===== src/dcache_settings.svh =====
/*
 * widths and sizes of the two-way write-back data cache
 * one 64-bit word per line, so the offset only selects bytes
 * tag + index + offset must add up to the address width
 */
`ifndef DCACHE_SETTINGS_SVH
`define DCACHE_SETTINGS_SVH

// address and data
`define DCACHE_ADDR_W   64
`define DCACHE_DATA_W   64
`define DCACHE_MASK_W   8

// address split
`define DCACHE_OFFSET_W 3
`define DCACHE_INDEX_W  6
`define DCACHE_TAG_W    55

// organisation
`define DCACHE_SETS     64
`define DCACHE_WAYS     2
`define DCACHE_AGE_W    3

`endif


===== src/dcache_pkg.sv =====
/*
 * shared types of the data cache
 * the address is one word read either raw or as tag, index and offset
 */
`include "dcache_settings.svh"

package dcache_pkg;

    typedef logic [$clog2(`DCACHE_WAYS)-1:0] way_t;

    typedef struct packed {
        logic [`DCACHE_TAG_W-1:0]    tag;
        logic [`DCACHE_INDEX_W-1:0]  index;
        logic [`DCACHE_OFFSET_W-1:0] offset;
    } addr_fields_t;

    typedef union packed {
        logic [`DCACHE_ADDR_W-1:0] raw;
        addr_fields_t              f;
    } addr_u;

    typedef struct packed {
        logic                      rd;
        logic                      wr;
        addr_u                     addr;
        logic [`DCACHE_DATA_W-1:0] wdata;
        logic [`DCACHE_MASK_W-1:0] mask;
    } cpu_req_t;

    typedef struct packed {
        logic                      done;
        logic [`DCACHE_DATA_W-1:0] rdata;
    } cpu_rsp_t;

    typedef struct packed {
        logic                      rd;
        logic                      wr;
        logic [`DCACHE_ADDR_W-1:0] addr;
        logic [`DCACHE_DATA_W-1:0] wdata;
    } mem_req_t;

    typedef struct packed {
        logic                     valid;
        logic                     dirty;
        logic [`DCACHE_TAG_W-1:0] tag;
    } line_state_t;

    // array update command, spare bits kept at zero
    typedef struct packed {
        logic       tag_wr;
        logic       set_dirty;
        logic       clr_dirty;
        logic       touch;
        way_t       way;
        logic [2:0] spare;
    } fill_cmd_t;

endpackage


===== src/dcache_ctrl.sv =====
/*
 * single request controller, one core access in flight
 * hit: lookup then respond; miss: optional write-back, refill, update, respond
 * core holds its request until done, memory request held until ok
 */
`timescale 1ns/1ps
`include "dcache_settings.svh"

module dcache_ctrl
    import dcache_pkg::*;
(
    input  logic                                          clk,
    input  logic                                          rst,
    input  cpu_req_t                                      cpu_req_i,
    output cpu_rsp_t                                      cpu_rsp_o,
    output mem_req_t                                      mem_req_o,
    input  logic                                          mem_ok_i,
    input  logic [`DCACHE_DATA_W-1:0]                     mem_rdata_i,
    input  logic                                          hit_i,
    input  way_t                                          hit_way_i,
    input  line_state_t [`DCACHE_WAYS-1:0]                state_i,
    input  way_t                                          victim_way_i,
    input  logic [`DCACHE_WAYS-1:0][`DCACHE_DATA_W-1:0]   way_data_i,
    output logic [`DCACHE_INDEX_W-1:0]                    index_o,
    output logic [`DCACHE_TAG_W-1:0]                      tag_o,
    output fill_cmd_t                                     fill_o,
    output logic                                          dwr_en_o,
    output way_t                                          dwr_way_o,
    output logic [`DCACHE_DATA_W-1:0]                     dwdata_o,
    output logic [`DCACHE_MASK_W-1:0]                     dmask_o
);

    typedef enum logic [2:0] {
        S_IDLE,
        S_LOOKUP,
        S_WBACK,
        S_REFILL,
        S_UPDATE,
        S_RESPOND
    } state_t;

    state_t                    state_q;
    state_t                    state_d;
    way_t                      way_q;
    logic [`DCACHE_DATA_W-1:0] line_q;
    logic [`DCACHE_DATA_W-1:0] merged;
    mem_req_t                  mem_req_q;
    addr_u                     fill_addr;
    addr_u                     wb_addr;
    logic                      victim_dirty;

    // request held stable, so the arrays follow it directly
    assign index_o = cpu_req_i.addr.f.index;
    assign tag_o   = cpu_req_i.addr.f.tag;

    assign victim_dirty = state_i[victim_way_i].valid && state_i[victim_way_i].dirty;

    always_comb begin
        fill_addr          = cpu_req_i.addr;
        fill_addr.f.offset = '0;
        wb_addr.f.tag      = state_i[victim_way_i].tag;
        wb_addr.f.index    = cpu_req_i.addr.f.index;
        wb_addr.f.offset   = '0;
    end

    always_comb begin
        state_d = state_q;
        case (state_q)
            S_IDLE:    if (cpu_req_i.rd || cpu_req_i.wr) state_d = S_LOOKUP;
            S_LOOKUP: begin
                if (hit_i)
                    state_d = S_RESPOND;
                else if (victim_dirty)
                    state_d = S_WBACK;
                else
                    state_d = S_REFILL;
            end
            S_WBACK:   if (mem_ok_i) state_d = S_REFILL;
            S_REFILL:  if (mem_ok_i) state_d = S_UPDATE;
            S_UPDATE:  state_d = S_RESPOND;
            S_RESPOND: state_d = S_IDLE;
            default:   state_d = S_IDLE;
        endcase
    end

    always_ff @(posedge clk or negedge rst) begin
        if (!rst) begin
            state_q   <= S_IDLE;
            mem_req_q <= '0;
        end else begin
            state_q <= state_d;
            case (state_q)
                S_LOOKUP: begin
                    if (!hit_i && victim_dirty)
                        mem_req_q <= '{rd: 1'b0, wr: 1'b1, addr: wb_addr.raw,
                                       wdata: way_data_i[victim_way_i]};
                    else if (!hit_i)
                        mem_req_q <= '{rd: 1'b1, wr: 1'b0, addr: fill_addr.raw, wdata: '0};
                end
                S_WBACK: begin
                    if (mem_ok_i)
                        mem_req_q <= '{rd: 1'b1, wr: 1'b0, addr: fill_addr.raw, wdata: '0};
                end
                S_REFILL: begin
                    if (mem_ok_i)
                        mem_req_q <= '0;
                end
                default: ;
            endcase
        end
    end

    // hit word or refill word, later returned to the core
    always_ff @(posedge clk) begin
        if (state_q == S_LOOKUP) begin
            way_q  <= hit_i ? hit_way_i : victim_way_i;
            line_q <= way_data_i[hit_way_i];
        end else if (state_q == S_REFILL && mem_ok_i) begin
            line_q <= mem_rdata_i;
        end
    end

    always_comb begin
        for (int b = 0; b < `DCACHE_MASK_W; b++)
            merged[b*8 +: 8] = (cpu_req_i.wr && cpu_req_i.mask[b]) ?
                               cpu_req_i.wdata[b*8 +: 8] : line_q[b*8 +: 8];
    end

    always_comb begin
        fill_o    = '0;
        dwr_en_o  = 1'b0;
        dwr_way_o = way_q;
        dwdata_o  = merged;
        dmask_o   = '1;
        if (state_q == S_LOOKUP && hit_i) begin
            fill_o.touch     = 1'b1;
            fill_o.way       = hit_way_i;
            fill_o.set_dirty = cpu_req_i.wr;
            dwr_en_o         = cpu_req_i.wr;
            dwr_way_o        = hit_way_i;
            dwdata_o         = cpu_req_i.wdata;
            dmask_o          = cpu_req_i.mask;
        end else if (state_q == S_UPDATE) begin
            fill_o.tag_wr    = 1'b1;
            fill_o.touch     = 1'b1;
            fill_o.way       = way_q;
            fill_o.set_dirty = cpu_req_i.wr;
            fill_o.clr_dirty = !cpu_req_i.wr;
            dwr_en_o         = 1'b1;
        end
    end

    assign mem_req_o       = mem_req_q;
    assign cpu_rsp_o.done  = (state_q == S_RESPOND);
    assign cpu_rsp_o.rdata = (cpu_rsp_o.done && cpu_req_i.rd) ? line_q : '0;

    // memory sees the same request until it answers
    assert property (@(posedge clk) disable iff (!rst)
        (mem_req_o.rd || mem_req_o.wr) && !mem_ok_i |=> $stable(mem_req_o));

    assert property (@(posedge clk) disable iff (!rst)
        cpu_rsp_o.done |=> !cpu_rsp_o.done);

endmodule


===== config.mk =====
export PLATFORM = sky130hd
export DESIGN_NAME = dcache_ctrl
export DESIGN_NICKNAME = d
export VERILOG_FILES = /design/src/dcache_pkg.sv /design/src/dcache_ctrl.sv
export VERILOG_INCLUDE_DIRS = /design/src /design/src/src
export SDC_FILE = /design/constraint.sdc
export NUM_CORES = 1
export LEC_CHECK = 0
export ABC_AREA = 0
export BUFFER_PORTS_ARGS = -buffer_cell sky130_fd_sc_hd__clkbuf_2
export CAP_MARGIN = 20
export CELL_PAD_IN_SITES_DETAIL_PLACEMENT = 0
export CELL_PAD_IN_SITES_GLOBAL_PLACEMENT = 1
export CORE_AREA = 2 2 310 312
export CTS_CLUSTER_DIAMETER = 30
export DETAILED_ROUTE_END_ITERATION = 7
export DIE_AREA = 0 0 312 314
export GPL_ROUTABILITY_DRIVEN = 0
export HOLD_SLACK_MARGIN = 0.03
export PLACE_DENSITY_LB_ADDON = 0.2
export SLEW_MARGIN = 0
export SYNTH_ARGS = -nofsm -noshare
export SYNTH_HDL_FRONTEND = slang
export SYNTH_SLANG_ARGS = --single-unit

===== constraint.sdc =====
create_clock -name clk -period 4.55 [get_ports clk]
set_clock_uncertainty 0.15 [all_clocks]
set_input_delay 1.365 -clock clk [delete_from_list [all_inputs] [get_ports clk]]
set_output_delay 1.365 -clock clk [all_outputs]
set_load 0.1 [all_outputs]

Word-level counts from Yosys, hierarchy flattened
Index checks and enable logic that the tools add are counted.
{"block": "totals", "wordCells": 78, "ff_bits": 198, "in_bits": 450}
{"block": "classes", "mux": 39, "n_eq_ne": 9, "magnitude_cmp": 2, "n_reduce_logical": 21}
{"cell": "two-way mux 130 bit", "count": 4}
{"cell": "two-way mux 64 bit", "count": 8}
{"cell": "case mux 130 bit (3 select lines)", "count": 1}
{"cell": "two-way mux 57 bit", "count": 2}
{"cell": "two-way mux 8 bit", "count": 9}
{"cell": "case mux 3 bit (5 select lines)", "count": 1}
{"cell": "logical AND 1 bit", "count": 13}
{"cell": "two-way mux 3 bit", "count": 4}
{"cell": "two-way mux 1 bit", "count": 8}
{"cell": "equality test 3 x 2 -> 1 bit (second input constant)", "count": 2}
{"cell": "equality test 3 bit (second input constant)", "count": 2}
{"cell": "inequality test 2 bit (second input constant)", "count": 3}
{"cell": "two-way mux 5 bit", "count": 1}
{"cell": "< comparator 1 x 2 -> 1 bit (second input constant)", "count": 2}
{"cell": "AND reduction 4 bit", "count": 1}
{"cell": "equality test 3 x 1 -> 1 bit (second input constant)", "count": 1}
{"cell": "logical NOT 3 bit", "count": 1}
{"cell": "inequality test 3 bit (second input constant)", "count": 1}
{"cell": "AND reduction 3 bit", "count": 1}
{"cell": "nonzero test 3 bit", "count": 1}
{"cell": "logical NOT 1 bit", "count": 2}
{"cell": "two-way mux 2 bit", "count": 1}
{"cell": "nonzero test 2 bit", "count": 1}
{"cell": "logical OR 1 bit", "count": 1}

Longest topological paths before layout
Gate-level depths: netlist (run 1).
{"block": "logic_depth", "word_depth": 6, "depth_mapped": 8, "ltp_nobuf": 4}

Worst setup path after synthesis (run 1)
OpenSTA, ideal clock, no wires.
{"block": "synth_path", "kind": "input -> output", "start": "input port hit_i", "end": "output port fill_o[3] (netlist name)", "stages": 4, "t_arrival_ps": 3915, "path_buffers": 1, "path_slack_ps": -880, "cell_sequence": "buf_2 -> nand2_2 -> nand2_1 -> o21ai_0"}
{"element": "start: declaration", "line": "dcache_ctrl.sv:19", "text": "input logic hit_i,"}
{"element": "end: declaration", "line": "dcache_ctrl.sv:26", "text": "output fill_cmd_t fill_o,"}

==> results.json, run 1 <==
{
  "worst_slack_ps": 259,
  "grt_max_degree": 82,
  "status": "complete, no violations",
  "tightestPinTransition_ps": 902,
  "peakVddDrop_mv": 0.367,
  "design.die.area_sq_um": 98000,
  "grt_pass1_vias": 12100,
  "worst-path-max-fanout": 53,
  "r2r_start": "state_q[1]",
  "synth.largest_area_cell": "dfrtp_1",
  "reg2reg_slack_ps": 1950,
  "slowest_stage": "clkbuf_2",
  "crit_start": "state_q[2]",
  "grt_antenna_before_repair": 11,
  "clockBufferDepth": 2,
  "worstSetupStartpointType": "flop",
  "path_buf_inv": 3,
  "crit_path_max_incr_delay_ps": 570,
  "hpwlAfterDp_um": 49700,
  "track_usage_pct": 12.5,
  "io_buffer_count": 778,
  "area_growth_pct": 65.1,
  "clock_sinks": 195,
  "finalSetupViolations": 0,
  "critPathTopFamily": "buffers and inverters",
  "ioPinCount": 788,
  "core-area_sq_um": 94400,
  "dp_worst_setup_slack_ps": 221,
  "power.leakage_nw": 9.59,
  "synth-seq-cells": 195,
  "placed_cells": 3076,
  "synth_top_area_share_pct": 27.7,
  "first_pass_iters": 4,
  "fmax_ghz": 0.233,
  "first_iter_violations": 311,
  "rsz0062_at_grt": "false",
  "die_w_um": 312,
  "wire_per_inst_um": 20.0,
  "numCtsBuffers": 17,
  "instances_no_fill": 3118,
  "crit_arrival_ps": 2780,
  "start_util_pct": 12.4,
  "drtAntennaViolNets": 0,
  "post_cts_resize_count": 0,
  "clk_pin_slew_worst_paths_ps": 90,
  "fillers": 10500,
  "reg2regPathDepth": 4,
  "post_cts_buffers": 0,
  "grt_pass1_wl_um": 88100,
  "ctsHtreeMaxLevel": 4,
  "yosys.cell_types.count": 35,
  "cts_tree": "built",
  "die_h_um": 314,
  "hold_violations": 0,
  "min_path_type": "flop to flop",
  "fin_nets": 2280,
  "holdBufCountCts": 0,
  "p_total_mw": 15.7,
  "yosysSeqAreaShare_pct": 44.3,
  "drive_gt1_share_pct": 51.4,
  "synthCells": 1158,
  "drv_slew": 0,
  "yosys_warnings": 0,
  "routed_via_density": 3.64,
  "crit_type": "flop to output pin",
  "syn_avg_cell_area_sq_um": 10.1,
  "cp.depth": 4,
  "whs_ps": 334,
  "vias": 11300,
  "path_cells": "inv_1 > nor3b_2 > buf_4 > clkbuf_2",
  "min_period_ps": 4290,
  "min-delay-start": "mem_req_o[17]",
  "setup.worst_path.end": "cpu_rsp_o[64]",
  "critPathCaptureType": "output pin",
  "whs_path_depth": 2,
  "reg2reg_to": "line_q[7]",
  "grt_overflow_total": 0,
  "synthTopCellsByArea": "dfrtp_1 (28%), edfxtp_1 (17%), mux2i_1 (16%)",
  "power_density_nw_per_um2": 812,
  "drc": 0,
  "tns_ps": 0,
  "maxSlewHeadroom_pct": 39.9,
  "root_buffer": "clkbuf_16",
  "synth_area_sq_um": 11800,
  "min_period_over_period_pct": 94.3,
  "clkLatencyLatePin_ps": 500,
  "rows": 113,
  "cp_data_required_time_ps": 3030,
  "cap_violations": 0,
  "wl_um": 62400
}
metal layers:
layer / wire length, um / vias to the layer above / track usage, %
met3: 5510 / 57 / 5.12
met5: 61 / - / 0
li1: - / 5372 / -
met1: 24400 / 5397 / 14.0
met4: 1320 / 8 / 3.94
met2: 31100 / 505 / 21.7
layout make-up:
type / instances / area (sq um) / area share (%)
Clock buffer: 19 / 433 / 2.23
Inverter: 58 / 218 / 1.12
Sequential cell: 195 / 5200 / 26.8
Antenna cell: 10 / 25.0 / 0.129
Clock inverter: 13 / 118 / 0.606
Multi-Input combinational cell: 754 / 5470 / 28.2
Tap cell: 1265 / 1580 / 8.16
Timing Repair Buffer: 804 / 6350 / 32.7
sequential cells by signal, indices dropped and copies added (netlist names):
| register | flops |
|---|---|
| way_q | 1 |
| mem_req_o | 127 |
| line_q | 64 |
| state_q | 3 |
report_power, final:
group	total [mW]	internal [mW]	leakage (nW)	switching, mW
Sequential	3.16	2.69	2.32	0.465
Clock	1.60	0.722	0.268	0.880
Combinational	11.0	2.70	7.00	8.29
Total	15.7	6.12	9.59	9.63
through the flow:
step | utilization, % | area, sq um
floorplan | - | 11800
global placement | 19.9 | 18800
detailed placement | 19.9 | 18800
CTS | 20.5 | 19400
global route | 20.5 | 19400
finish | 20.5 | 19400
logic make-up (layout without fill, tap and decap cells):
kind of cell,Yosys count,in the layout,share of synthesized area [%]
and+or+nand+nor,298,298,11.7
muxes,249,249,21.9
buffers and inverters,214,894,9.80
AOI/OAI and AO/OA,200,200,12.1
DFF,195,195,44.3
other,1,16,0.0319
xor gates and xnor gates,1,1,0.0746
synthesized netlist by cell type:
| cell | number |
|---|---|
| a22o_1 | 6 |
| buf_6 | 1 |
| and2_1 | 1 |
| o21ai_1 | 31 |
| nand2_2 | 9 |
| mux2i_1 | 184 |
| buf_4 | 76 |
| nand3b_1 | 1 |
| o21ai_0 | 36 |
| mux2_2 | 65 |
| buf_2 | 44 |
| and3_1 | 64 |
| conb_1 | 1 |
| o21bai_1 | 1 |
| dfrtp_1 | 130 |
| clkbuf_1 | 32 |
| o221ai_2 | 30 |
| xnor2_1 | 1 |
| nor2_1 | 67 |
| inv_1 | 58 |
| nor3b_1 | 1 |
| o221ai_1 | 25 |
| a31oi_1 | 2 |
| nand2_1 | 140 |
| nand2b_1 | 10 |
| and2_0 | 1 |
| nor4b_4 | 1 |
| o211ai_1 | 1 |
| and3b_1 | 1 |
| a21oi_1 | 67 |
| nor3b_4 | 1 |
| nor3_1 | 1 |
| o31ai_1 | 1 |
| buf_1 | 3 |
| edfxtp_1 | 65 |
cell usage in the layout (no fill, tap or decap), types with 2 or more instances in the layout:
master	Yosys	layout
inv_1	58	58
nand2_2	9	9
conb_1	1	6
mux2i_1	184	184
a22o_1	6	6
nand2b_1	10	9
clkbuf_2	0	634
nor2_1	67	67
clkinvlp_4	0	2
dfrtp_1	130	130
nand2_1	140	140
inv_8	0	3
clkbuf_16	0	17
inv_4	0	2
mux2_2	65	65
buf_12	0	151
buf_4	76	17
edfxtp_1	65	65
o21ai_0	36	35
a21oi_1	67	64
a21oi_4	0	2
o21ai_1	31	32
inv_6	0	3
diode_2	0	10
o221ai_2	30	30
o221ai_1	25	25
and3_1	64	64
clkbuf_1	32	2
worst reg2reg max path, cell delays in order, from the launching register on:
cell and delay [ps]:
dfrtp_1 590, nor3b_4 340, buf_4 300, buf_4 580, a21oi_1 330
how the worst min path moves through the flow:
stage	end	slack, ps
after detailed placement	mem_req_o[129]	320
after global routing	mem_req_o[13]	360
final	mem_req_o[17]	330
after CTS	mem_req_o[13]	340
after floorplan	state_q[0]	530
after global placement	mem_req_o[128]	310
Note: power is estimated with default switching activity, not from simulation.
==> run 2, diff against run 1 <==
==> constraint.sdc (replaced) <==
create_clock -name clk -period 4.55 [get_ports clk]
set_clock_uncertainty 0.15 [all_clocks]
set_input_delay 0.91 -clock clk [delete_from_list [all_inputs] [get_ports clk]]
set_output_delay 0.91 -clock clk [all_outputs]
set_load 0.1 [all_outputs]
==> results.json, run 2 (synthesis results as in run 1) <==
{
  "status": "complete, no violations",
  "finalSetupViolations": 0,
  "drc": 0,
  "instances_no_fill": 3107,
  "path_cells": "nor3b_4 > nand2_2 > nand2_2 > mux2_2 > clkbuf_2",
  "rows": 113,
  "ctsHtreeMaxLevel": 4,
  "post_cts_buffers": 0,
  "clk_pin_slew_worst_paths_ps": 90,
  "core-area_sq_um": 94400,
  "rsz0062_at_grt": "false",
  "first_iter_violations": 393,
  "fillers": 10700,
  "grt_max_degree": 93,
  "fin_nets": 2278,
  "slowest_stage": "dfrtp_1",
  "path_buf_inv": 1,
  "design.die.area_sq_um": 98000,
  "area_growth_pct": 47.0,
  "peakVddDrop_mv": 0.326,
  "wl_um": 63300,
  "numCtsBuffers": 17,
  "met3_length_um": 5440,
  "power.leakage_nw": 8.95,
  "grt_antenna_before_repair": 10,
  "grt_pass1_vias": 12000,
  "critPathTopFamily": "simple AND/OR/NAND/NOR gates",
  "track_usage_pct": 12.6,
  "layout_commonest_cell": "clkbuf_2",
  "worstSetupStartpointType": "flop",
  "drive_gt1_share_pct": 51.3,
  "design_area_sq_um": 17300,
  "critPathCaptureType": "output pin",
  "crit_arrival_ps": 3040,
  "io_buffer_count": 778,
  "grt_overflow_total": 0,
  "holdBufCountCts": 0,
  "die_w_um": 312,
  "placed_cells": 3074,
  "drtAntennaViolNets": 0,
  "multiInputGateArea_sq_um": 5470,
  "fmax_ghz": 0.244,
  "clockBufferDepth": 2,
  "cp_data_required_time_ps": 3490,
  "dr_wl_met2_um": 32100,
  "power_density_nw_per_um2": 841,
  "wire_per_inst_um": 20.4,
  "tns_ps": 0,
  "tightestPinTransition_ps": 887,
  "hpwlAfterDp_um": 49800,
  "ioPinCount": 788,
  "min_path_type": "input port to async pin",
  "crit_type": "flop to output pin",
  "grt_pass1_wl_um": 88100,
  "largest_reg_flops": 127,
  "crit_top_cell": "nand2_2",
  "routed_via_density": 3.66,
  "post_cts_resize_count": 0,
  "cts_tree": "built",
  "place_area_sq_um": 16700,
  "regArea_sq_um": 5200,
  "top_layer_used": "met5",
  "cap_violations": 0,
  "root_buffer": "clkbuf_16",
  "final_cell_mix": "clkbuf_2 (773), mux2i_1 (184), nand2_1 (140), dfrtp_1 (130), nor2_1 (67)",
  "die_h_um": 314,
  "hold_violations": 0,
  "min_period_ps": 4100,
  "min_period_over_period_pct": 90.0,
  "whs_ps": 144,
  "drv_slew": 0,
  "vias": 11400,
  "start_util_pct": 12.4,
  "wl_met1_um": 24600,
  "maxSlewHeadroom_pct": 40.9,
  "first_pass_iters": 4,
  "clkLatencyLatePin_ps": 510,
  "clock_sinks": 195,
  "crit_path_max_incr_delay_ps": 590,
  "worst-path-max-fanout": 10
}
-- run 2: cell count changes in the layout (fill, tap and decap cells not counted), moves of 2 or more --
cell       previous run  this run
diode_2              10         1
bufinv_16             0         2
inv_4                 2         0
clkbuf_2            634       773
buf_12              151         9
-- run 2: through the flow --
step                total power [mW]  utilization (%)  worst slack (ps)
CTS                             14.8             18.3               336
finish                          14.5             18.3               454
global placement                13.0             17.7               832
floorplan                       10.9                -              30.2
detailed placement              13.0             17.7               825
global route                    15.2             18.3               295
-- run 2: per-layer routing --
layer | GRT usage (%) | up-vias
li1 | - | 5363
met1 | 13.8 | 5494
met2 | 22.1 | 470
met3 | 5.29 | 44
met4 | 3.52 | 16
met5 | 0 | -
-- run 2: where the power goes --
group	switching (mW)	leakage (nW)	total, mW	internal [mW]
logic	8.13	6.34	9.70	1.58
clock network	0.843	0.286	1.68	0.834
registers	0.448	2.32	3.14	2.69
total	9.42	8.95	14.5	5.10
-- run 2: worst paths after layout --
kind	startpoint	to	slack [ps]	cells past startpoint
worst max-delay path	state_q[1]	dwdata_o[27]	450	5
worst min-delay path	rst	mem_req_o[126]	140	1
worst max register to register	state_q[1]	line_q[5]	1390	5
worst min register to register	mem_req_o[128]	mem_req_o[128]	330	2
max in group asynchronous	rst	mem_req_o[21]	3160	2
min in group clk	mem_req_o[128]	mem_req_o[128]	330	2
-- run 2: worst reg2reg max path, stage by stage, from the launching register on --
cell	delay, ps
dfrtp_1	590
nor3b_4	310
buf_4	700
buf_4	700
nor2_1	160
a21oi_1	310
-- run 2: area by class of cell --
type / instances / share of cell area (%)
antenna: 1 / 0.0145
tap: 1265 / 9.16
timing repair buffer: 802 / 24.4
clock inverter: 13 / 0.848
inverter: 58 / 1.26
clock buffer: 19 / 2.56
multi-input combinational: 754 / 31.6
sequential: 195 / 30.1
