### src/dcache_settings.svh
/*
 * widths and sizes of the two-way write-back data cache
 * one 64-bit word per line, so the offset only selects bytes
 * tag + index + offset must add up to the address width
 */
`ifndef DCACHE_SETTINGS_SVH
`define DCACHE_SETTINGS_SVH

// address and data
`define DCACHE_ADDR_W   64
`define DCACHE_DATA_W   64
`define DCACHE_MASK_W   8

// address split
`define DCACHE_OFFSET_W 3
`define DCACHE_INDEX_W  6
`define DCACHE_TAG_W    55

// organisation
`define DCACHE_SETS     64
`define DCACHE_WAYS     2
`define DCACHE_AGE_W    3

`endif

### src/dcache_pkg.sv
/*
 * shared types of the data cache
 * the address is one word read either raw or as tag, index and offset
 */
`include "dcache_settings.svh"

package dcache_pkg;

    typedef logic [$clog2(`DCACHE_WAYS)-1:0] way_t;

    typedef struct packed {
        logic [`DCACHE_TAG_W-1:0]    tag;
        logic [`DCACHE_INDEX_W-1:0]  index;
        logic [`DCACHE_OFFSET_W-1:0] offset;
    } addr_fields_t;

    typedef union packed {
        logic [`DCACHE_ADDR_W-1:0] raw;
        addr_fields_t              f;
    } addr_u;

    typedef struct packed {
        logic                      rd;
        logic                      wr;
        addr_u                     addr;
        logic [`DCACHE_DATA_W-1:0] wdata;
        logic [`DCACHE_MASK_W-1:0] mask;
    } cpu_req_t;

    typedef struct packed {
        logic                      done;
        logic [`DCACHE_DATA_W-1:0] rdata;
    } cpu_rsp_t;

    typedef struct packed {
        logic                      rd;
        logic                      wr;
        logic [`DCACHE_ADDR_W-1:0] addr;
        logic [`DCACHE_DATA_W-1:0] wdata;
    } mem_req_t;

    typedef struct packed {
        logic                     valid;
        logic                     dirty;
        logic [`DCACHE_TAG_W-1:0] tag;
    } line_state_t;

    // array update command, spare bits kept at zero
    typedef struct packed {
        logic       tag_wr;
        logic       set_dirty;
        logic       clr_dirty;
        logic       touch;
        way_t       way;
        logic [2:0] spare;
    } fill_cmd_t;

endpackage

### src/dcache_replace.sv
/*
 * per-set age counters, one per way, saturating at the top value
 * a touch clears the touched way and ages the others
 * victim is the first invalid way, else the oldest, way 0 on a tie
 */
`timescale 1ns/1ps
`include "dcache_settings.svh"

module dcache_replace
    import dcache_pkg::*;
(
    input  logic                          clk,
    input  logic                          rst,
    input  logic [`DCACHE_INDEX_W-1:0]    index_i,
    input  logic                          touch_i,
    input  way_t                          touch_way_i,
    input  logic [`DCACHE_WAYS-1:0]       valid_i,
    output way_t                          victim_way_o
);

    logic [`DCACHE_AGE_W-1:0] age [`DCACHE_WAYS][`DCACHE_SETS];

    always_ff @(posedge clk or negedge rst) begin
        if (!rst) begin
            for (int w = 0; w < `DCACHE_WAYS; w++)
                for (int s = 0; s < `DCACHE_SETS; s++)
                    age[w][s] <= '0;
        end else if (touch_i) begin
            for (int w = 0; w < `DCACHE_WAYS; w++) begin
                if (way_t'(w) == touch_way_i)
                    age[w][index_i] <= '0;
                else if (age[w][index_i] != '1)
                    age[w][index_i] <= age[w][index_i] + 1'b1;
            end
        end
    end

    always_comb begin
        if (!valid_i[0])
            victim_way_o = 1'b0;
        else if (!valid_i[1])
            victim_way_o = 1'b1;
        else if (age[1][index_i] > age[0][index_i])
            victim_way_o = 1'b1;
        else
            victim_way_o = 1'b0;
    end

endmodule

### config.mk
export PLATFORM = sky130hd
export DESIGN_NAME = dcache_replace
export DESIGN_NICKNAME = d
export VERILOG_FILES = /design/src/dcache_pkg.sv /design/src/dcache_replace.sv
export VERILOG_INCLUDE_DIRS = /design/src /design/src/src
export SDC_FILE = /design/constraint.sdc
export NUM_CORES = 1
export LEC_CHECK = 0
export BUFFER_PORTS_ARGS = -buffer_cell sky130_fd_sc_hd__buf_2
export CAP_MARGIN = 20
export CORE_ASPECT_RATIO = 0.8
export CORE_MARGIN = 1
export CORE_UTILIZATION = 64
export DETAILED_ROUTE_END_ITERATION = 6
export GPL_TIMING_DRIVEN = 1
export MAX_ROUTING_LAYER = met4
export PLACE_DENSITY = 0.8
export SETUP_SLACK_MARGIN = 0.4
export SYNTH_ARGS = -nofsm -noshare
export SYNTH_HDL_FRONTEND = slang
export SYNTH_SLANG_ARGS = --single-unit
### constraint.sdc
create_clock -name clk -period 4.8 [get_ports clk]
set_clock_uncertainty 0.1 [all_clocks]
set_input_delay 0.24 -clock clk [delete_from_list [all_inputs] [get_ports clk]]
set_output_delay 0.24 -clock clk [all_outputs]
set_load 0.01 [all_outputs]
[Word-level counts from Yosys, hierarchy flattened]
Cells that the tools add are included.
Cells by class
  $add $sub $neg: 2
  $lt $le $gt $ge: 3
  equal/unequal tests: 3
  multiplexer cells: 17
  bitwise logic cells: 4
  reduce and logical (&&, ||, !) cells: 4
Operators with widths (count)
  $mux W192: 4
  $and A192 B192 Y192: 2
  $bwmux W192: 2
  $not A192 Y192: 1
  $bmux W3 S6: 2
  $demux W3 S6: 1
  $mux W3: 5
  $ge A7 B7 Y1 const B: 1
  $lt A7 B1 Y1 const B: 1
  $not A6 Y7: 1
  $add A3 B1 Y3 const B: 2
  $ne A3 B3 Y1 const B: 2
  $reduce_and A2 Y1: 2
  $gt A3 B3 Y1: 1
  $mux W1: 3
  $ne A2 B1 Y1 const B: 1
  $reduce_bool A2 Y1: 1
  $logic_and A1 B1 Y1: 1
Storage, ports and cells
  register bits: 384
  input port bits: 12
  logic and storage cells: 161

[Logic depth before layout (Yosys ltp)]
Gate-level depths: netlist of the first run.
  depth after elaboration: 8
  depth in mapped cells: 19
  gate-level depth less buffers: 12

[Least setup slack after synthesis of the first run]
OpenSTA, ideal clock, no wires.
  path kind: input to register
  start point: input index_i[0]
  end point: register age[369] (netlist name)
  arrival: 3.518 ns
  required time: 4.572 ns
  setup slack: 1.054 ns
  stages on the path: 17
  buffers on the path: 6
  cells stage by stage: buf_6 buf_6 buf_6 buf_6 buf_2 nand2_1 o32ai_1 o31ai_1 nand4_1 or3b_2 ha_1 ha_1 a21bo_2 clkbuf_1 nor3_2 nand2_1 mux2_1
On the way
  longest elaborated chain between the ends: 8
  elaborated cells on any way between the ends: 18
  those cells by class: add/sub (1); order compare (2); eq/ne (2); mux (8); bitwise (3); reduce/logical (2)
RTL lines
  start: declaration: RTL line dcache_replace.sv:14  | input logic [`DCACHE_INDEX_W-1:0] index_i,
  $not A6 Y7 (implied by the code) *: RTL line dcache_replace.sv:31, dcache_replace.sv:32, dcache_replace.sv:33
  $bmux W3 S6 (tied with other cells): RTL line dcache_replace.sv:32, dcache_replace.sv:33
  $mux W3 (implied by the code) or $logic_and A1 B1 Y1 (tied branches): RTL line dcache_replace.sv:32, dcache_replace.sv:33, dcache_replace.sv:31
  $mux W3 (on tied branches): RTL line dcache_replace.sv:32, dcache_replace.sv:33, dcache_replace.sv:31
  $add A3 B1 Y3 or $demux W3 S6 (tied branches): RTL line dcache_replace.sv:33, dcache_replace.sv:31
  $bwmux W192 or $not A192 Y192 (tied branches)
  $mux W192 or $and A192 B192 Y192 (tied branches)
  $mux W192: RTL line dcache_replace.sv:30  | if (way_t'(w) == touch_way_i)
  end signal: indexed assignment: RTL line dcache_replace.sv:33  | age[w][index_i] <= age[w][index_i] + 1'b1;
  end: declaration: RTL line dcache_replace.sv:21  | logic [`DCACHE_AGE_W-1:0] age [`DCACHE_WAYS][`DCACHE_SETS];
Every way passes the cells marked *; elsewhere a longest branch is shown, timed or not. The select of a mux whose other input is x is not followed.
A chain may end at the register's enable or synchronous reset.

[Worst setup path after layout of the first run]
  start point: input index_i[1]
  end point: output victim_way_o
On the way
  longest elaborated chain between the ends: 8
  elaborated cells on any way between the ends: 11
  those cells by class: order compare (1); mux (9); bitwise (1)
RTL lines
  $not A6 Y7 (implied by the code) *: RTL line dcache_replace.sv:43  | else if (age[1][index_i] > age[0][index_i])
  $bmux W3 S6: RTL line dcache_replace.sv:43
  $mux W3 (implied by the code) (2 in series): RTL line dcache_replace.sv:43
  $gt A3 B3 Y1 *: RTL line dcache_replace.sv:43
  $mux W1 *: RTL line dcache_replace.sv:43
  $mux W1 *: RTL line dcache_replace.sv:41  | else if (!valid_i[1])
  $mux W1 *: RTL line dcache_replace.sv:39  | if (!valid_i[0])
  end: declaration: RTL line dcache_replace.sv:18  | output way_t victim_way_o
Marked as above.

==> metrics.txt, run 1 <==
VDD IR max 0.000369 V; Top Registers age (384); Power Density 375 nW/µm²; Post-DRT Antenna Nets 0; global-route usage over all layers 0.386; CP Cell Sequence buf_4, buf_4, nor2b_1, a22oi_1, o22ai_1, a22oi_1, nand4_1, ha_1, nor2b_1, o21a_1, o21ai_0, a21boi_0, buf_2; Initial Util 0.659; NumNets Final 1831; core area 27600 µm²; Cell Rows 54; DR vias/cell ~6.7; largest area contributor in the synthesized netlist dfrtp_1; R2R setup slack 1010 ps; DP Wirelength 34.1 mm; initial antenna violation count 1; CTS max path bufs 3; P_leak 0.00871 µW; most common cell in the netlist nand2_1; Netlist Area Pre-Place approximately 18000 µm²; crit-path max FO 24; CP endpoint kind output port; Area contributors post-synth dfrtp_1 (53%), nand2_1 (11%), o21ai_0 (7.6%); worst-skew pair later-pin latency 540 ps; synthesized net count 1826; startpoint class of the critical path primary input; Die Span Y 153 µm; largest reg by FF count age; Period minus WS final between 4000 and 5000 ps; hold-critical path depth 2; clock sink count between 300 and 400; Seq/Total Area, Yosys 0.529; Critical path buffers and inverters 3; Largest register FFs roughly 380; # IOs 13; H-tree levels 2; layout cell share with drive strength beyond 1 0.153; Fin. Hold Viols 0; synthesized flop and latch total between 300 and 400; Crit path max-delay family compound AO/OA/AOI/OAI gates; Syn Area/Cell 10.0 µm²; postcts setup bufs 0; Worst R2R Path Depth 12; vias 14.8k; synth warn 0; Area Overhead vs Synth 10.4%; worst-case setup slack after placement 528 ps; first-pass GRT wire length 83.6 mm; Placed Area 18800 µm²; Num CTS Buffers 38; RR Startpoint age[183]; RSZ-0062 raised after global routing no; relative slew slack 0.306; worst min path class primary input to flip-flop; Die ar. 29000 µm²; Worst Path Required 4460 ps; Fmax roughly 0.23 GHz; PnR worst setup slack 520 ps; CTS root buf clkbuf_16; commonest cells in the netlist nand2_1 (540), dfrtp_1 (384), o21ai_0 (277); DR iter-0 viols roughly 1.9k; top cell type's share of synthesized area 0.529; vias in the first global route approximately 15k; final wirelength ~52 mm; Data arrival, critical path 3940 ps; design area 20000 µm²; post-synthesis cell count 1807; Setup-failing EPs final 0; Worst Hold Launch touch_way_i; Core Util, Final 0.727; period utilisation layout 0.892; R2R Path End age[132]; clock slew at reported path FFs 60 ps; Die X 190 µm; Placer Congestion 0.978; first-pass detailed-route iteration total 6; largest net degree at the start of global routing 119; Port Buf Inserts 12; EDFF count, synth 0; Post-synth ARST share 1.00; run status completed; Slew Limit Fails 0; crit-path max cell delay approximately 840 ps; Hold Path Sink age[51]; slowest stage cell, crit path nor2b_1; CTS tree yes; max_cap viols 0; CP Class primary input to output port; Main synth FF type dfrtp_1; Residual DRC 0; Congestion Overflow GR 0; WL/cell approximately 24 µm; Cell variety after synth 63; Worst Tran Pin Value about 1000 ps; setup_tns 0 ps
## per-stage QoR
stage                     std cells  hold WS, ps  total power, µW
after floorplan                1807         -156             4190
after global placement         2135          292             4490
after detailed placement       2135          297             4520
after CTS                      2202          222             7500
after global routing           2203          249             7740
final                          2203          242             7510
## layout by cell type (no fill, tap or decap), drive strengths merged, types with 13 or more instances in the layout
cell	synthesis	layout
inv	14	14
mux4	33	33
a221oi	23	23
and3b	13	13
dfrtp	384	384
mux2i	38	38
a21oi	17	17
a22oi	31	31
nand2	540	540
mux2	45	45
clkbuf	69	62
buf	53	85
o31ai	101	101
o21ai	278	278
## worst register-to-register path, stage by stage, from the launching register on
cell and delay (ps):
dfrtp_1 390, mux2_4 280, a221oi_2 250, o22ai_1 140, a2111o_2 490, or3_1 350, ha_1 220, ha_1 180
nand2b_1 300, and3_1 420, nand2_1 250, nand2_1 170, o31ai_1 90
## per-layer routing
layer  track usage  part of all wire  wire length, µm  vias to the layer above
met2         0.536              0.43            22700                      972
met3         0.106              0.12             6540                      206
met5             -                 0                0                        -
li1              -                 -                -                     6450
met1         0.538              0.40            20900                     7205
met4         0.159             0.045             2340                        0
## how the worst max path moves through the flow
stage | cells after the start | end | from | slack [ps]
after floorplan | 17 | age[369] | index_i[0] | 1050
after global placement | 14 | victim_way_o | index_i[0] | 540
after detailed placement | 14 | victim_way_o | index_i[0] | 530
after CTS | 14 | victim_way_o | index_i[0] | 440
after global routing | 14 | victim_way_o | index_i[0] | 390
final | 13 | victim_way_o | index_i[1] | 520
## final cells by class
class / count / area (µm²)
inverter: 14 / 52.6
clock buffer: 61 / 1190
timing repair buffer: 87 / 739
clock inverter: 5 / 50.0
fill: 1947 / 7530
tap: 364 / 455
sequential: 384 / 9610
multi-input combinational: 1287 / 7930
antenna: 1 / 2.50
## kinds of logic after synthesis
kind of cell | synth area share
adder cells (fa/ha/maj) | 0.00482
flip-flops | 0.529
buffers and inverters | 0.0363
multiplexers | 0.0902
AND/OR/NAND/NOR | 0.149
AO/OA/AOI/OAI | 0.190
## power breakdown
part           internal, µW  switching (µW)  total (µW)
sequential             3480             144        3630
clock                  1750            1260        3010
combinational           310             564         874
total                  5540            1970        7510
## repair_timing
item,in CTS,in global routing
endpoints found under the hold margin,114,0
setup endpoints to repair,0,1
hold buffers,1,0
gates resized for setup,0,2
Power figures use the tool's default switching activity.
==> run 2, diff against run 1 <==
Settings changed: CELL_PAD_IN_SITES_DETAIL_PLACEMENT set to 0, CELL_PAD_IN_SITES_GLOBAL_PLACEMENT set to 1, CORE_UTILIZATION 64 to 51, PLACE_DENSITY 0.8 to unset, PLACE_DENSITY_LB_ADDON set to 0.1, SLEW_MARGIN set to 10.
==> metrics.txt, run 2 (synthesis gave the netlist of run 1 again) <==
run status completed; DP Wirelength 37.6 mm; Residual DRC 0; VDD IR max 0.000235 V; Die Span Y roughly 170 µm; Data arrival, critical path 3850 ps; Top Registers age (384); clock sink count roughly 380; WL/cell approximately 24 µm; Clk pwr share 0.422; Cell Rows 61; Period minus WS final approximately 4200 ps; Critical path buffers and inverters 3; max_cap viols 0; Post-DRT Antenna Nets 0; vias about 14k; Fin. Hold Viols 0; DR vias/cell 6.11; CTS max path bufs 3; Comb power frac 0.113; Placed Area 18900 µm²; Largest register FFs 384; CTS tree yes; first-pass detailed-route iteration total 6; CTS root buf clkbuf_16; R2R setup slack 740 ps; Worst Path Required 4460 ps; Congestion Overflow GR 0; Port Buf Inserts 12; DR iter-0 viols 1416; R2R Path End age[255]; H-tree levels 2; PnR worst setup slack 606 ps; crit-path max cell delay 830 ps; Seq pwr share 0.465; global-route usage over all layers 0.334; Die ar. 36400 µm²; vias in the first global route 13.8k; Psw just over 2000 µW; # IOs 13; worst-case setup slack after placement 335 ps; relative slew slack 0.280; switching portion of total power 0.263; setup_tns 0 ps; design area 20300 µm²; Layout fillers approximately 3k; Placer Congestion 0.922; worst-skew pair later-pin latency 560 ps; Fmax roughly 0.24 GHz; Slew Limit Fails 0; Die X 213 µm; hold-critical path depth 3; Crit path max-delay family compound AO/OA/AOI/OAI gates; NumNets Final between 1.5k and 2k; Worst Tran Pin Value 1080 ps; final wirelength 56.6 mm; Worst R2R Path Depth 12; initial antenna violation count 1; RSZ-0062 raised after global routing no; Worst Setup SP index_i[2]; CP endpoint kind output port; CP Class primary input to output port; P_leak between 0.008 and 0.009 µW; startpoint class of the critical path primary input; Num CTS Buffers 40; largest reg by FF count age; Setup-failing EPs final 0; Area Overhead vs Synth 11.8%; crit-path max FO 34; period utilisation layout 0.874; commonest non-fill, non-tap cells in the layout nand2_1 (536), dfrtp_1 (384), o21ai_0 (276); slowest stage cell, crit path nor2_1; most common cell after layout, fill and taps aside nand2_1; clock slew at reported path FFs 60 ps; Initial Util 0.521; RR Startpoint age[369]; P_int slightly below 6000 µW; CP Cell Sequence buf_4, buf_12, nor2_1, a221oi_1, o21ai_0, a221oi_1, and3b_1, ha_1, o21a_1, o21ai_1, a21boi_0, buf_2; largest net degree at the start of global routing 124; first-pass GRT wire length 87.6 mm; Power Density 385 nW/µm²; CP dominant cell by count a221oi_1; Hold Path Sink age[367]; Worst Hold Launch touch_way_i; core area 34900 µm²; layout cell share with drive strength beyond 1 0.157; worst min path class primary input to flip-flop
[run 2: cell count changes in the layout (fill, tap and decap cells not counted), moves of 2 or more]
| cell | before | now |
|---|---|---|
| clkbuf_1 | 11 | 6 |
| bufinv_16 | 1 | 5 |
| buf_6 | 0 | 2 |
| inv_6 | 0 | 2 |
[run 2: worst max path at each step]
stage                         to  depth (start not counted)
floorplan               age[369]                         17
global placement        age[216]                         13
detailed placement      age[279]                         14
CTS                 victim_way_o                         15
global route        victim_way_o                         15
finish              victim_way_o                         12
[run 2: what timing repair did]
action                                 4_1_cts  5_1_grt
endpoints found under the hold margin      120        0
gates resized for setup                      0        3
setup endpoints to repair                    0        1
buffers inserted                             0        0
hold buffers                                 1        0
[run 2: area by class of cell]
| cell class | count | area [µm²] | area share |
|---|---|---|---|
| Clock buffer | 56 | 1170 | 0.0577 |
| Antenna cell | 1 | 2.50 | 0.000123 |
| Inverter | 14 | 52.6 | 0.00259 |
| Tap cell | 472 | 591 | 0.0291 |
| Sequential cell | 384 | 9610 | 0.473 |
| Multi-Input combinational cell | 1287 | 7930 | 0.391 |
| Clock inverter | 13 | 200 | 0.00986 |
| Timing Repair Buffer | 87 | 741 | 0.0365 |
[run 2: metrics by stage]
step,utilization,hold WS [ps],power [µW],std cells
3_5_place_dp,0.542,299,4560,2243
6_report,0.582,147,7820,2314
2_1_floorplan,-,-156,4190,1807
4_1_cts,0.582,133,7850,2313
3_3_place_gp,0.542,287,4540,2243
5_1_grt,0.582,159,8090,2314
[run 2: power by group through the flow]
stage	Sequential, µW	Clock, µW	Combinational, µW
after floorplan	3630	0	559
after global placement	3680	0	856
after detailed placement	3680	0	878
after CTS	3630	3340	878
after global routing	3660	3460	968
final	3630	3300	883
[run 2: layer usage]
| layer | part of all wire | GRT usage | routed length (µm) | vias to the layer above |
|---|---|---|---|---|
| li1 | - | - | - | 6460 |
| met1 | 0.46 | 0.491 | 26100 | 7023 |
| met2 | 0.42 | 0.456 | 24000 | 544 |
| met3 | 0.090 | 0.0822 | 5120 | 104 |
| met4 | 0.024 | 0.0942 | 1380 | 0 |
| met5 | 0 | - | 0 | - |
[run 2: worst reg2reg max path, delay by kind of cell (launching register included)]
kind                       cells  cell delay, ps
adders and majority gates      2             370
muxes                          1             270
and+or+nand+nor                3            1190
buffers and inverters          1             260
DFF                            1             370
AOI/OAI and AO/OA              5            1400
==> run 3, diff against run 2 <==
--- a/config.mk
+++ b/config.mk
@@ -7,5 +7,5 @@
 export NUM_CORES = 1
 export LEC_CHECK = 0
-export BUFFER_PORTS_ARGS = -buffer_cell sky130_fd_sc_hd__buf_2
+export BUFFER_PORTS_ARGS = -buffer_cell sky130_fd_sc_hd__buf_4
 export CAP_MARGIN = 20
 export CELL_PAD_IN_SITES_DETAIL_PLACEMENT = 0
==> constraint.sdc (replaced) <==
create_clock -name clk -period 4.8 [get_ports clk]
set_clock_uncertainty 0.1 [all_clocks]
set_input_delay 0.96 -clock clk [delete_from_list [all_inputs] [get_ports clk]]
set_output_delay 0.96 -clock clk [all_outputs]
set_load 0.01 [all_outputs]
==> metrics.txt, run 3 (synthesis gave the netlist of run 1 again) <==
core area roughly 35000 µm²; P_int 6040 µW; switching portion of total power 0.258; layout cell share with drive strength beyond 1 0.298; R2R Path End age[6]; vias about 15k; CTS tree yes; worst hold slack ~220 ps; Register Area just under 10000 µm²; Pwr Total around 8100 µW; Num CTS Buffers 41; Seq pwr share 0.447; crit-path max FO 6; VDD IR max 0.000321 V; # IOs 13; DP Wirelength 39.8 mm; DR vias/cell 5.97; largest net degree at the start of global routing 115; Worst Tran Pin Value approximately 820 ps; worst-case setup slack after placement -267 ps; Fin. Hold Viols 0; CP endpoint kind output port; NumNets Final roughly 2k; Crit path max-delay family compound AO/OA/AOI/OAI gates; Congestion Overflow GR 0; Data arrival, critical path ~3600 ps; final wirelength 58.7 mm; Port Buf Inserts 12; Critical Path Sink victim_way_o; CTS root buf clkbuf_16; Power Density 358 nW/µm²; Critical path buffers and inverters 2; clock slew at reported path FFs 60 ps; footprint of the multi-input gates 8610 µm²; largest reg by FF count age; initial antenna violation count 0; worst min path class primary input to asynchronous set/reset pin; Layout fillers between 2k and 3k; Die ar. 36400 µm²; Die Span Y roughly 170 µm; Inserted Diodes 0; commonest non-fill, non-tap cells in the layout nand2_1 (463), dfrtp_1 (384), o21ai_0 (266); crit-path max cell delay 520 ps; Slew Limit Fails 0; first-pass detailed-route iteration total 5; most common cell after layout, fill and taps aside nand2_1; Worst Setup SP index_i[0]; startpoint class of the critical path primary input; RR Startpoint age[55]; Worst Path Required 3740 ps; CP Cell Sequence buf_16, mux4_2, and2_4, a221o_1, a2111oi_4, and4_1, ha_1, nor2b_4, o21a_1, o21ai_2, a21boi_1, buf_4; R2R setup slack 720 ps; vias in the first global route 14.2k; hold buffer count at CTS 0; Residual DRC 0; Placer Congestion ~0.9; Area Overhead vs Synth 25.2%; Fmax 0.215 GHz; Setup-failing EPs final 0; P_leak 0.0100 µW; clock sink count 384; Worst R2R Path Depth 24; CTS max path bufs 3; Largest register FFs 384; relative slew slack 0.455; WL/cell 23.7 µm; first-pass GRT wire length 89.0 mm; Period minus WS final 4650 ps; Crit path depth 12; Psw between 2000 and 2500 µW; DR iter-0 viols 1280; period utilisation layout 0.968; Comb power frac 0.132; RSZ-0062 raised after global routing yes; Post-DRT Antenna Nets 0; global-route usage over all layers 0.339; Cell Rows 61; PnR worst setup slack 154 ps; Clk pwr share 0.421; worst-skew pair later-pin latency 540 ps; H-tree levels 2; max_cap viols 0; Initial Util 0.521; Die X 213 µm; Top Registers age (384); slowest stage cell, crit path mux4_2; run status completed; CP Class primary input to output port
-- run 3: worst min path at each step --
stage	start	depth (start not counted)	slack (ps)	endpoint
after global routing	rst	1	250	age[262]
after CTS	rst	1	240	age[291]
after floorplan	age[57]	2	340	age[57]
final	rst	1	220	age[262]
after detailed placement	age[125]	2	360	age[125]
after global placement	age[73]	2	350	age[73]
-- run 3: through the flow --
stage                     area (µm²)  TNS, ps  std cells  utilization
after detailed placement       20000     -301       2371        0.574
after floorplan                18200        0       1807            -
after global placement         20000     -306       2371        0.574
after CTS                      21800        0       2457        0.624
after global routing           22700        0       2483        0.652
final                          22700        0       2483        0.652
-- run 3: layout make-up --
type | count | share of cell area
Clock inverter | 11 | 0.00914
Clock buffer | 60 | 0.0549
Multi-Input combinational cell | 1287 | 0.379
Sequential cell | 384 | 0.423
Tap cell | 472 | 0.0260
Timing Repair Buffer | 255 | 0.106
Inverter | 14 | 0.00231
-- run 3: what timing repair did --
item / CTS / global route
cloned: 1 / 4
endpoints found under the setup margin: 1 / 193
resized for setup: 38 / 188
setup buffers: 14 / 22
endpoints found under the hold margin: 0 / 0
pin swaps: 13 / 35
-- run 3: routing by layer --
metal	part of all wire	GRT usage	wire length, µm	vias to the layer above
met5	0	-	0	-
met4	0.021	0.0854	1220	0
met3	0.068	0.0619	4010	92
met2	0.43	0.464	25400	501
met1	0.48	0.514	28100	7422
li1	-	-	-	6820
-- run 3: power by group through the flow --
| stage | Combinational [µW] | Clock (µW) | Sequential [µW] |
|---|---|---|---|
| 4_1_cts | 973 | 3460 | 3630 |
| 5_1_grt | 1160 | 3590 | 3670 |
| 6_report | 1070 | 3430 | 3640 |
| 2_1_floorplan | 565 | 0 | 3630 |
| 3_3_place_gp | 922 | 0 | 3680 |
| 3_5_place_dp | 941 | 0 | 3690 |
